$ cat config.mk
export PLATFORM = sky130hd
export DESIGN_NAME = speed_control
export DESIGN_NICKNAME = d
export VERILOG_FILES = /design/src/tama_core_pkg.sv /design/src/tama_bus_pkg.sv /design/src/speed_control.sv
export SDC_FILE = /design/constraint.sdc
export NUM_CORES = 1
export LEC_CHECK = 0
export BUFFER_PORTS_ARGS = -buffer_cell sky130_fd_sc_hd__buf_2
export CAP_MARGIN = 40
export CORE_MARGIN = 5
export CORE_UTILIZATION = 53
export DETAILED_ROUTE_END_ITERATION = 8
export PLACE_DENSITY = 0.88
export SLEW_MARGIN = 20
export SYNTH_ARGS = -nofsm -noshare
export SYNTH_HDL_FRONTEND = slang
export SYNTH_SLANG_ARGS = --single-unit
$ cat constraint.sdc
create_clock -name clk_sys_117_964 -period 2.4 [get_ports clk_sys_117_964]
set_clock_uncertainty 0.15 [all_clocks]
set_input_delay 0.48 -clock clk_sys_117_964 [delete_from_list [all_inputs] [get_ports clk_sys_117_964]]
set_output_delay 0.48 -clock clk_sys_117_964 [all_outputs]
set_load 0.02 [all_outputs]
$ cat src/tama_core_pkg.sv
/*
  Core-side widths and types for the handheld-pet control core.
  Speed setting, divider count, key bitmap, ROM and audio types.
  Referenced by scoped name from the bus package and from the RTL.
*/
`default_nettype none

package tama_core_pkg;

  // turbo speed, 0 is 1x and 4 is full speed
  typedef logic [2:0] turbo_speed_t;
  localparam turbo_speed_t SPEED_MAX = 3'd4;

  // clock divider reload and count
  typedef logic [11:0] clk_div_t;

  // controller key bitmap
  typedef logic [15:0] key_t;
  localparam int KEY_L1 = 8;
  localparam int KEY_R1 = 9;

  // program ROM, 8k words of 16 bits, read back 12 bits wide
  typedef logic [12:0] rom_addr_t;
  typedef logic [15:0] rom_word_t;
  typedef logic [11:0] rom_data_t;

  // one audio channel sample
  typedef logic [14:0] audio_t;

endpackage

`default_nettype wire

$ cat src/tama_bus_pkg.sv
/*
  Bridge bus types, the settings register map and the strobe structs
  that leave the register block. Depends on tama_core_pkg types.
*/
`default_nettype none

package tama_bus_pkg;

  typedef logic [31:0] bridge_addr_t;
  typedef logic [31:0] bridge_data_t;

  ////////////////////////////////////////////////////////////
  // register map
  localparam bridge_addr_t ADDR_RESET    = 32'h0000_0000;
  localparam bridge_addr_t ADDR_SOUND    = 32'h0000_0010;
  localparam bridge_addr_t ADDR_TURBO    = 32'h0000_0100;
  localparam bridge_addr_t ADDR_CANCEL   = 32'h0000_0104;
  localparam bridge_addr_t ADDR_SUPPRESS = 32'h0000_0108;

  // upper nibble of the ROM load window
  localparam logic [3:0] ROM_REGION = 4'h1;

  typedef struct packed {
    logic disable_sound;
    logic cancel_on_event;
    logic suppress_after_activation;
  } settings_t;

  typedef struct packed {
    logic                       valid;
    tama_core_pkg::turbo_speed_t speed;
  } speed_wr_t;

  typedef struct packed {
    logic                    valid;
    tama_core_pkg::rom_addr_t addr;
    tama_core_pkg::rom_word_t data;
  } rom_wr_t;

endpackage

`default_nettype wire

$ cat src/speed_control.sv
/*
  Turbo speed register with L1/R1 stepping, on-screen indicator timer,
  suppression window after activation, turbo cancel and audio mute.
  Delays are parameters so short values can be used in simulation.
*/
`timescale 1ns/1ns
`default_nettype none

module speed_control #(
  parameter int unsigned BUTTON_DELAY   = 33554431,
  parameter int unsigned UI_DELAY       = 134217727,
  parameter int unsigned SUPPRESS_TICKS = 32'h28000
) (
  input  wire logic                        clk_sys_117_964,
  input  wire logic                        pll_core_locked,
  input  wire tama_core_pkg::key_t         cont1_key,
  input  wire tama_bus_pkg::speed_wr_t     speed_wr,
  input  wire tama_bus_pkg::settings_t     settings,
  input  wire logic                        buzzer,
  input  wire logic                        ss_halt,
  input  wire logic                        clk_en,
  output tama_core_pkg::turbo_speed_t      turbo_speed,
  output logic                             show_turbo_ui,
  output tama_core_pkg::audio_t            audio_l
);

  localparam int BTN_W = $clog2(BUTTON_DELAY + 1);
  localparam int UI_W  = $clog2(UI_DELAY + 1);
  localparam int SUP_W = $clog2(SUPPRESS_TICKS + 1);

  typedef enum logic {KEY_IDLE, KEY_HOLD} key_state_e;

  key_state_e                  key_state;
  logic [BTN_W-1:0]            btn_cnt;
  logic [UI_W-1:0]             ui_cnt;
  logic [SUP_W-1:0]            sup_cnt;
  logic                        prev_zero;
  logic                        key_l1;
  logic                        key_r1;
  logic                        key_fire;
  logic                        suppress_start;
  logic                        cancel;
  logic                        ui_trigger;
  tama_core_pkg::turbo_speed_t wr_speed;
  tama_core_pkg::turbo_speed_t speed_next;

  assign key_l1   = cont1_key[tama_core_pkg::KEY_L1];
  assign key_r1   = cont1_key[tama_core_pkg::KEY_R1];
  assign key_fire = (key_state == KEY_IDLE) && (key_l1 || key_r1);

  // fresh activation opens the suppression window
  assign suppress_start = prev_zero && (turbo_speed != '0) && settings.suppress_after_activation;
  assign cancel = ss_halt ||
                  (buzzer && settings.cancel_on_event && !suppress_start && (sup_cnt == '0));

  assign wr_speed = (speed_wr.speed > tama_core_pkg::SPEED_MAX) ?
                    tama_core_pkg::SPEED_MAX : speed_wr.speed;

  ////////////////////////////////////////////////////////////
  // next speed, priority rises top to bottom
  always_comb begin
    speed_next = turbo_speed;
    ui_trigger = 1'b0;
    if (key_fire) begin
      ui_trigger = 1'b1;
      if (key_l1) begin
        if (turbo_speed != '0) speed_next = turbo_speed - 3'd1;
      end else if (turbo_speed < tama_core_pkg::SPEED_MAX) begin
        speed_next = turbo_speed + 3'd1;
      end
    end
    if (speed_wr.valid) speed_next = wr_speed;
    if (cancel) begin
      speed_next = '0;
      if (turbo_speed != '0) ui_trigger = 1'b1;
    end
  end

  always_ff @(posedge clk_sys_117_964 or negedge pll_core_locked) begin
    if (!pll_core_locked) begin
      turbo_speed <= '0;
      prev_zero   <= 1'b1;
      key_state   <= KEY_IDLE;
      btn_cnt     <= '0;
      ui_cnt      <= '0;
      sup_cnt     <= '0;
    end else begin
      turbo_speed <= speed_next;
      prev_zero   <= (turbo_speed == '0);

      // key repeat, released keys rearm at once
      if (!key_l1 && !key_r1) begin
        key_state <= KEY_IDLE;
        btn_cnt   <= '0;
      end else if (key_fire) begin
        key_state <= KEY_HOLD;
        btn_cnt   <= BTN_W'(BUTTON_DELAY);
      end else if (key_state == KEY_HOLD) begin
        btn_cnt <= btn_cnt - 1'b1;
        if (btn_cnt <= 1) key_state <= KEY_IDLE;
      end

      if (ui_trigger) ui_cnt <= UI_W'(UI_DELAY);
      else if (ui_cnt != '0) ui_cnt <= ui_cnt - 1'b1;

      // window counts in core time
      if (suppress_start) sup_cnt <= SUP_W'(SUPPRESS_TICKS);
      else if (clk_en && sup_cnt != '0) sup_cnt <= sup_cnt - 1'b1;
    end
  end

  assign show_turbo_ui = (ui_cnt != '0);

  // buzzer is unpleasant at high speed
  assign audio_l = (!settings.disable_sound && turbo_speed < 3'd2) ?
                   {2'b00, {13{buzzer}}} : '0;

  a_speed_range: assert property (@(posedge clk_sys_117_964)
    disable iff (!pll_core_locked) turbo_speed <= tama_core_pkg::SPEED_MAX);

endmodule

`default_nettype wire

==> metrics.md, run 1 <==
| Metric | Value |
|---|---|
| Status | complete, but fails checks |
| Failing checks | negative hold slack |
| Worst setup EP type | output port |
| Initial DRC count | 230 |
| Mapped Avg Cell Area | 9.655 um2 |
| Worst Tran Pin Value | 563.1 ps |
| CP Cell Sequence | nor3_1 -> nand4_1 -> nor2_2 -> inv_2 -> buf_6 |
| Row count | 32 |
| Yosys warns | 0 |
| WS Path Type | flop to output port |
| Final Cycle Share | 0.9931 |
| GPL Wtd Cong | around 0.83 |
| Hpwl dp | 5781 um |
| First-pass GRT wire length | 14,940 um |
| Vias in the first global route | 3,307 |
| Share of layout cells above drive strength 1 | 0.2206 |
| R2r endpoint | sup_cnt[0]$_DFFE_PN0P_ |
| Highest-count cells in the layout ignoring fill and taps | 73 x dfrtp_1, 34 x nor2_1, 31 x buf_4 |
| Initial antenna violation count | 0 |
| Hold Vio Cnt, Final | 13 |
| DIE HEIGHT | between 90 and 100 um |
| Reg-to-reg slack, setup | 70 ps |
| Leakage | 1.815 nW |
| Crit path DAT | about 1800 ps |
| RSZ-0062 raised after global routing | true |
| Netlist cell types | between 50 and 60 |
| Largest net degree at the start of global routing | 76 |
| Seq/Total Area, Yosys | 0.4599 |
| R2R cell count | 5 |
| Crit-path max FO | 4 |
| CTS Buf Count | 9 |
| Top_reg_cell synth | dfrtp_1 |
| Core Box Area | 0.007607 mm2 |
| GR Overflow Total | 0 |
| Die W | approximately 98 um |
| Slew Limit Headroom | 0.6198 |
| WHS | -24.89 ps |
| Peak VDD IR | about 0.33 mV |
| IO Pins | 47 |
| Antenna Nets Post-Route | 0 |
| Post-DP Area | between 0.004 and 0.005 mm2 |
| Placed cells | 552 |
| DR WL/cell | approximately 15 um |
| Nets | just over 500 |
| PortBufs | 30 |
| Filler cells | 604 |
| Worst-path clk slew | 80 ps |
| Crit-path max cell delay | 420 ps |
| Pwr per Cell Area | 769.8 mW/mm2 |
| DRC viols | 0 |
| Max-slew violations | 0 |
| Min Tclk post-route | 2383 ps |
| Total GRT Usage | 0.1877 |
| ANT cells | 0 |
| Highest clock rate | 0.4196 GHz |
| Area growth, synth to finish | 16.88% |
| CP bufs+invs | 2 |
| Post-synth ARST share | 1.000 |
| Commonest non-fill, non-tap cell in the layout | dfrtp_1 |
| CP max-delay cell | dfrtp_1 |
| #FFs+latches synth | 75 |
| Crit path required time | 1770 ps |
| Root buffer cell | clkbuf_8 |
| R2R Path Start | sup_cnt[14]$_DFFE_PN0P_ |
| Mapped Area | 0.004084 mm2 |
| Crit path max-delay family | simple AND/OR/NAND/NOR gates |
| Avg Vias per Cell | 5.813 |
| Startpoint types | flop |
| Initial core utilization | 0.5368 |
| Tot Pwr | approximately 3.7 mW |
| Post-synth EDFFs | 0 |
| Syn Inst Count | 423 |
| GRT Max-Usage Layer | met2 |
| Crit path from | ui_cnt[15]$_DFFE_PN0P_ |
| Vias | 3,360 |
| Detailed-route wire length | 8734 um |
| GR Util met1 | 0.2341 |
| TritonCTS clock tree | built |
| Max cap viols | 0 |
| Final setup viols | 0 |
| TritonRoute pass-1 iters | 5 |
| Clk_lat worst skew | 360 ps |
| Setup TNS | 0 ps |
| Hold-fix buffers, CTS | 0 |
| H-tree depth | 3 |
| Finished Cell Area | between 0.004 and 0.005 mm2 |
| Met3 GRT Util | 0.06214 |
| Met2 GRT Util | 0.3084 |
| Clk sinks | 75 |
| Non-filler cells, final | 578 |
| Hold WC Path Type | input port to async pin |
| CTS max path bufs | 2 |
| Die area | around 0.0096 mm2 |
metal layers:
| metal | part of all wire | vias to the layer above |
|---|---|---|
| met2 | 0.50 | 107 |
| li1 | - | 1611 |
| met4 | 0.014 | 0 |
| met5 | 0 | - |
| met3 | 0.065 | 14 |
| met1 | 0.42 | 1628 |
sequential cells by signal, summed over array words and instances, names as in the netlist:
name,count
prev_zero,1
ui_cnt,27
turbo_speed,3
btn_cnt,25
key_state,1
sup_cnt,18
final cells by class:
class	count	area, um2	area share
Inverter	14	52.55	0.01101
Clock buffer	12	155.1	0.03250
Timing Repair Buffer	65	445.4	0.09332
Tap cell	102	127.6	0.02674
Clock inverter	4	48.80	0.01022
Multi-Input combinational cell	306	2064	0.4325
Sequential cell	75	1879	0.3937
how the worst max path moves through the flow:
stage	depth (start not counted)	endpoint	slack (ps)
CTS	6	show_turbo_ui	3
global placement	6	ui_cnt[16]$_DFFE_PN0P_	130
floorplan	6	sup_cnt[9]$_DFFE_PN0P_	90
finish	5	show_turbo_ui	20
global route	5	show_turbo_ui	-80
detailed placement	5	sup_cnt[4]$_DFFE_PN0P_	70
metrics by stage:
stage / worst slack (ps) / util
finish: 16.63 / 0.6275
CTS: 2.763 / 0.6104
global route: -78.98 / 0.6275
detailed placement: 71.98 / 0.5785
global placement: 130.6 / 0.5785
floorplan: 88.73 / -
report_power, final:
part	total, mW	leakage, nW	internal, mW	switching, mW
Clock	1.00	0.106	0.536	0.464
Combinational	0.996	0.880	0.440	0.556
Sequential	1.68	0.828	1.47	0.205
Total	3.67	1.81	2.45	1.23
timing repair:
action / in CTS / in global routing
pin swaps: 2 / 7
gates resized for setup: 6 / 15
gates cloned: 0 / 1
buffers inserted: 2 / 7
setup endpoints to repair: 1 / 37
synth_stat cells, drive strengths merged (6+ instances only):
master,n,share of area
nand4,6,0.0092
o211ai,8,0.015
o31ai,13,0.024
xor2,21,0.045
nand2,24,0.022
xnor2,24,0.051
nor3,20,0.025
nand3,17,0.021
or3,11,0.017
dfrtp,74,0.45
or4,12,0.023
a21oi,29,0.036
nand2b,7,0.011
nor4,15,0.023
o21ai,14,0.017
buf,21,0.040
inv,14,0.013
nor2,35,0.032
clkbuf,8,0.0074
cell families (layout without fill, tap and decap cells):
family,after synthesis,after routing,synth area share
multiplexers,1,1,0.002451
XOR/XNOR,45,45,0.09651
AO/OA/AOI/OAI,81,81,0.1287
AND/OR/NAND/NOR,171,171,0.2313
other,1,2,0.0009182
flip-flops,75,75,0.4599
adder cells (fa/ha/maj),6,6,0.02022
buffers and inverters,43,95,0.06005
No activity file was read; power rests on OpenSTA's default activity.
==> run 2: changes to the inputs <==
--- a/config.mk
+++ b/config.mk
@@ -5,12 +5,13 @@
 export SDC_FILE = /design/constraint.sdc
 export NUM_CORES = 1
 export LEC_CHECK = 0
-export BUFFER_PORTS_ARGS = -buffer_cell sky130_fd_sc_hd__buf_2
-export CAP_MARGIN = 40
+export CAP_MARGIN = 10
 export CORE_MARGIN = 5
-export CORE_UTILIZATION = 53
+export CORE_UTILIZATION = 57
 export DETAILED_ROUTE_END_ITERATION = 8
-export PLACE_DENSITY = 0.88
+export DONT_BUFFER_PORTS = 1
+export PLACE_DENSITY = 0.87
+export REMOVE_ABC_BUFFERS = 1
 export SLEW_MARGIN = 20
 export SYNTH_ARGS = -nofsm -noshare
 export SYNTH_HDL_FRONTEND = slang
==> run 2 against run 1 <==
Net effect: die area fell by 6.3%; via count fell by 5.7%; critical path type is now flop to flop; hold slack improved by 86 ps; clock power fell by 18%; register-to-register slack barely moved; fmax rose by 2.6%; final cell count fell by 7.1%; final area fell by 5.1%; sequential power barely moved; the run now ends clean; combinational power fell by 6.4%; sequential share of layout area rose by 2.1 points.
==> metrics.md, run 2 (synthesized netlist as in run 1, its figures left out) <==
| Metric | Value |
|---|---|
| Largest regs | ui_cnt: 27 flops, btn_cnt: 25 flops, sup_cnt: 18 flops |
| Highest clock rate | 0.4305 GHz |
| Area growth, synth to finish | 10.91% |
| Row count | 30 |
| Met3 GRT Util | 0.05976 |
| Max-slew violations | 0 |
| Initial antenna violation count | 0 |
| CP Cell Sequence | or4_4 -> nor4b_4 -> a41oi_2 -> o22a_2 -> buf_12 -> o211ai_1 |
| Slew Limit Headroom | 0.5522 |
| DRC viols | 0 |
| Leakage | 1.626 nW |
| Sw Ratio | 0.3460 |
| Core Box Area | approximately 0.0069 mm2 |
| Largest net degree at the start of global routing | 76 |
| Clk pwr share | 0.238 |
| Post-DP Area | 0.004257 mm2 |
| P_sw | 1.188 mW |
| GR Overflow Total | 0 |
| Status | finished clean |
| Share of layout cells above drive strength 1 | 0.1474 |
| PortBufs | 0 |
| Worst Tran Pin Value | 670.9 ps |
| Crit-path max cell delay | about 580 ps |
| Crit-path max FO | 13 |
| Filler cells | 545 |
| Pwr per Cell Area | 758.2 mW/mm2 |
| TritonRoute pass-1 iters | 4 |
| H-tree depth | 3 |
| Crit path max-delay family | simple AND/OR/NAND/NOR gates |
| RSZ-0062 raised after global routing | true |
| DR WL/cell | 15.39 um |
| Commonest non-fill, non-tap cell in the layout | dfrtp_1 |
| ANT cells | 0 |
| Top reg by flops | ui_cnt |
| Hpwl dp | approximately 5600 um |
| Hold WC Path Type | input port to flop |
| Max cap viols | 0 |
| Final setup viols | 0 |
| Final Cycle Share | 0.9680 |
| Finished Cell Area | between 0.004 and 0.005 mm2 |
| Avg Vias per Cell | 5.899 |
| CTS Buf Count | 9 |
| WS Path Type | flop to flop |
| GRT Max-Usage Layer | met2 |
| Detailed-route wire length | 8262 um |
| TritonCTS clock tree | built |
| Initial DRC count | 181 |
| Nets | 470 |
| Min Tclk post-route | 2323 ps |
| Total GRT Usage | 0.1997 |
| Final Core Density | 0.6594 |
| GPL Wtd Cong | a little over 0.8 |
| Die area | 0.008958 mm2 |
| Sequential share of power | 0.490 |
| First-pass GRT wire length | 14,210 um |
| Peak VDD IR | 0.4514 mV |
| IO Pins | 47 |
| Hold Vio Cnt, Final | 0 |
| Root buffer cell | clkbuf_8 |
| Part of the power in combinational logic | 0.272 |
| CTS max path bufs | 2 |
| Initial core utilization | 0.5945 |
| Worst setup EP type | flop |
| Crit path required time | roughly 2500 ps |
| Die W | 94.65 um |
| Clk_lat worst skew | 350 ps |
| CP bufs+invs | 1 |
| Crit path DAT | 2430 ps |
| CP max-delay cell | or4_4 |
| Vias in the first global route | 3,099 |
| Pint | 2.246 mW |
| DIE HEIGHT | 94.65 um |
| Max reg flops | 27 |
| Highest-count cells in the layout ignoring fill and taps | 74 x dfrtp_1, 33 x nor2_1, 29 x a21oi_1 |
| Antenna Nets Post-Route | 0 |
| Clk sinks | 75 |
| Met2 GRT Util | 0.3435 |
| Worst-path clk slew | 80 ps |
| Startpoint types | flop |
| Vias | roughly 3,200 |
| GR Util met1 | 0.2465 |
run 2: changes by cell type in the layout (fill, tap and decap cells not counted), sizes merged:
cell	before	now
dlygate4sd3	0	1
clkinv	3	4
buf	65	29
bufinv	1	0
run 2: path summary, 6_finish.rpt:
path	from	cells after the start	slack [ps]	to
max in group asynchronous	pll_core_locked	2	1230	prev_zero$_DFF_PN1_
hold / removal	speed_wr[3]	1	60	turbo_speed[0]$_DFFE_PN0P_
setup / recovery	sup_cnt[13]$_DFFE_PN0P_	6	80	ui_cnt[2]$_DFFE_PN0P_
min in group asynchronous	pll_core_locked	2	520	sup_cnt[8]$_DFFE_PN0P_
setup reg to reg	sup_cnt[13]$_DFFE_PN0P_	6	80	ui_cnt[2]$_DFFE_PN0P_
hold reg to reg	ui_cnt[24]$_DFFE_PN0P_	2	390	ui_cnt[24]$_DFFE_PN0P_
run 2: final cells by class:
class	count	area, um2	area share
timing repair buffer	30	280.3	0.06188
sequential	75	1878	0.4146
clock buffer	12	135.1	0.02983
clock inverter	4	20.02	0.004420
multi-input combinational	306	2043	0.4511
inverter	14	52.55	0.01160
tap	96	120.1	0.02652
run 2: worst register-to-register path, cell delays in order, from the launching register on:
cell and delay, ps:
dfrtp_1 400, or4_4 580, nor4b_4 320, a41oi_2 210, o22a_2 310, buf_12 170
o211ai_1 110
run 2: metrics by stage:
stage	setup TNS [ps]	instances	setup WS (ps)	power, mW	hold slack, ps
after floorplan	-88410	395	-6684	2.320	34.41
after global placement	0	518	71.69	2.516	36.50
after detailed placement	0	518	9.772	2.571	35.75
after CTS	0	537	1.851	3.432	47.95
after global routing	-57.15	537	-57.15	3.646	39.38
final	0	537	76.87	3.434	60.77
run 2: what timing repair did:
item,CTS,global route
hold buffers,2,0
hold endpoints to repair,75,0
resized for setup,3,12
buffers inserted,1,0
pin swaps,1,2
endpoints found under the setup margin,9,19
run 2: power groups by stage:
stage          logic, mW  clock network, mW  registers, mW
5_1_grt             1.04              0.896           1.71
4_1_cts            0.918              0.838           1.68
6_report           0.932              0.818           1.68
3_5_place_dp       0.873                  0           1.70
2_1_floorplan      0.651                  0           1.67
3_3_place_gp       0.834                  0           1.68
run 2: routing by layer:
metal / part of all wire / routed length, um / vias to the layer above
met3: 0.032 / 266 / 10
met4: 0.012 / 99 / 0
met5: 0 / 0 / -
li1: - / - / 1547
met1: 0.44 / 3642 / 1578
met2: 0.51 / 4253 / 33
==> run 3: changes to the inputs <==
--- a/config.mk
+++ b/config.mk
@@ -5,12 +5,13 @@
 export SDC_FILE = /design/constraint.sdc
 export NUM_CORES = 1
 export LEC_CHECK = 0
+export ABC_AREA = 1
 export CAP_MARGIN = 10
 export CORE_MARGIN = 5
-export CORE_UTILIZATION = 57
+export CORE_UTILIZATION = 58
 export DETAILED_ROUTE_END_ITERATION = 8
 export DONT_BUFFER_PORTS = 1
-export PLACE_DENSITY = 0.87
+export PLACE_DENSITY = 0.88
 export REMOVE_ABC_BUFFERS = 1
 export SLEW_MARGIN = 20
 export SYNTH_ARGS = -nofsm -noshare
==> run 3 against run 2 <==
Net effect: non-clock buffer count shrank 19; hold slack improved by 110 ps; critical path depth decreased by 1; flip-flop and latch count did not move; synthesized area grew 20%; clock power up 48%; total power up 27%; die area up 16%; core utilization shrank 1.9 points; critical endpoint is now show_turbo_ui; highest routed layer unchanged.
==> metrics.md, run 3 <==
| Metric | Value |
|---|---|
| Slew Limit Headroom | 0.6585 |
| DRC viols | 0 |
| RSZ-0062 raised after global routing | false |
| ANT cells | 0 |
| Largest cells by area after synthesis | dfrtp_1 38%, nand2_1 13%, nor2_1 9.4% |
| DR WL/cell | 13.85 um |
| Startpoint types | flop |
| Syn Inst Count | 689 |
| Crit-path max FO | 5 |
| Final Worst Setup Slack | 128.5 ps |
| Top_reg_cell synth | dfrtp_1 |
| Status | finished clean |
| Met1 WL | 4854 um |
| Highest-count cells in the layout ignoring fill and taps | 167 x nand2_1, 120 x nor2_1, 82 x inv_1 |
| Leakage | roughly 2.5 nW |
| Antenna Nets Post-Route | 0 |
| Initial antenna violation count | 0 |
| CTS Buf Count | 9 |
| CTS max path bufs | 2 |
| Max-slew violations | 0 |
| Area share of the largest cell type after synthesis | 0.3763 |
| Commonest cells post-synth | 167 x nand2_1, 123 x nor2_1, 82 x inv_1, 74 x dfrtp_1, 53 x nand3_1 |
| Area growth, synth to finish | 7.475% |
| Top reg by flops | ui_cnt |
| Largest regs | ui_cnt: 27 flops, btn_cnt: 25 flops, sup_cnt: 18 flops |
| PortBufs | 0 |
| DR WL met2 | 5432 um |
| Total GRT Usage | 0.2283 |
| Share of layout cells above drive strength 1 | 0.1145 |
| IO Pins | 47 |
| Commonest non-fill, non-tap cell in the layout | nand2_1 |
| Mapped Area | 0.004921 mm2 |
| WS Path Type | flop to output port |
| Min Tclk post-route | 2272 ps |
| Die W | slightly above 100 um |
| Hold Vio Cnt, Final | 0 |
| Initial core utilization | 0.5959 |
| Final Cycle Share | 0.9465 |
| Nets | between 700 and 800 |
| DIE HEIGHT | ~100 um |
| Largest net degree at the start of global routing | between 70 and 80 |
| Yosys warns | 0 |
| Pre-CTS setup slack | roughly 350 ps |
| Max cap viols | 0 |
| Post-synth ARST share | 1.000 |
| Crit path DAT | 1640 ps |
| Vias in the first global route | around 4,400 |
| Clk sinks | 75 |
| Reg-to-reg slack, setup | approximately 320 ps |
| Row count | 33 |
| Peak VDD IR | slightly below 0.6 mV |
| GPL Wtd Cong | 0.9085 |
| Worst Tran Pin Value | 510.4 ps |
| Seq/Total Area, Yosys | 0.3816 |
| Final Core Density | 0.6405 |
| Netlist cell types | 39 |
| Max reg flops | 27 |
| Highest clock rate | 0.4402 GHz |
| Worst-path clk slew | ~80 ps |
| First-pass GRT wire length | roughly 19,000 um |
| Die area | 0.01043 mm2 |
| Hold WC Path Type | input port to flop |
| Root buffer cell | clkbuf_8 |
| Post-synth EDFFs | 0 |
| Mapped Avg Cell Area | 7.142 um2 |
| Initial DRC count | ~340 |
| Clk_lat worst skew | 350 ps |
| #FFs+latches synth | between 70 and 80 |
| H-tree depth | 3 |
| Worst setup EP type | output port |
| Hpwl dp | 7822 um |
| TritonCTS clock tree | built |
| Avg Vias per Cell | about 5.5 |
| Most frequent cell after synthesis | nand2_1 |
| Vias | approximately 4,400 |
| GR Overflow Total | 0 |
| Wire length on met3 | 554 um |
| Core Box Area | 0.008258 mm2 |
| Crit path required time | 1770 ps |
| Setup bufs post-CTS | 0 |
| Final setup viols | 0 |
| Cell taking the most area after synthesis | dfrtp_1 |
| Detailed-route wire length | 11,010 um |
| Top Metal Used | met4 |
| Pwr per Cell Area | 822.0 mW/mm2 |
| TritonRoute pass-1 iters | 5 |
-- run 3: logic make-up after synthesis --
family,share of synthesized area
AO/OA/AOI/OAI,0.09001
XOR/XNOR,0.05873
adder cells (fa/ha/maj),0.01678
buffers and inverters,0.1075
flip-flops,0.3816
other,0.0007620
AND/OR/NAND/NOR,0.3445
-- run 3: worst max-delay path: stages (launching register included) --
cell     delay [ps]
dfrtp_1         400
inv_1            80
ha_1            230
nand3_2         170
nor2_4          200
nand4_4         210
-- run 3: final cells by class --
class | instances | area [um2]
tap | 105 | 131.4
fill | 697 | 2969
inverter | 85 | 319.1
timing repair buffer | 11 | 150.1
sequential | 75 | 1878
multi-input combinational | 504 | 2561
clock buffer | 11 | 151.4
clock inverter | 4 | 97.59
-- run 3: power breakdown --
part / switching (mW) / total [mW] / internal (mW)
clock network: 0.473 / 1.21 / 0.742
logic: 0.889 / 1.40 / 0.515
registers: 0.239 / 1.73 / 1.49
total: 1.60 / 4.35 / 2.75
-- run 3: timing repair --
action / in CTS / in global routing
hold buffers: 2 / 0
resized for setup: 1 / 4
hold endpoints to repair: 75 / 0
gates cloned: 0 / 1
pin swaps: 0 / 1
endpoints found under the setup margin: 1 / 1
-- run 3: through the flow --
stage	std cells	instance area, um2	TNS (ps)	total power [mW]	hold WS [ps]
after floorplan	663	4715	-27520	2.787	34.41
after global placement	777	4966	0	3.030	38.59
after detailed placement	777	4966	0	3.098	37.79
after CTS	794	5261	0	4.361	158.1
after global routing	795	5289	0	4.650	198.7
final	795	5289	0	4.347	170.2
-- run 3: per-layer routing --
| layer | up-vias | track usage |
|---|---|---|
| met5 | - | 0 |
| li1 | 2162 | - |
| met3 | 13 | 0.04164 |
| met4 | 0 | 0.08981 |
| met2 | 144 | 0.3908 |
| met1 | 2069 | 0.2862 |
-- run 3: path summary, 6_finish.rpt --
path / depth (start not counted) / endpoint / startpoint
min in group asynchronous: 2 / ui_cnt[16]$_DFFE_PN0P_ / pll_core_locked
worst min register to register: 1 / btn_cnt[0]$_DFFE_PN0P_ / btn_cnt[0]$_DFFE_PN0P_
worst min-delay path: 2 / sup_cnt[0]$_DFFE_PN0P_ / clk_en
worst max-delay path: 5 / show_turbo_ui / ui_cnt[0]$_DFFE_PN0P_
max in group asynchronous: 2 / prev_zero$_DFF_PN1_ / pll_core_locked
worst max register to register: 11 / ui_cnt[5]$_DFFE_PN0P_ / sup_cnt[0]$_DFFE_PN0P_
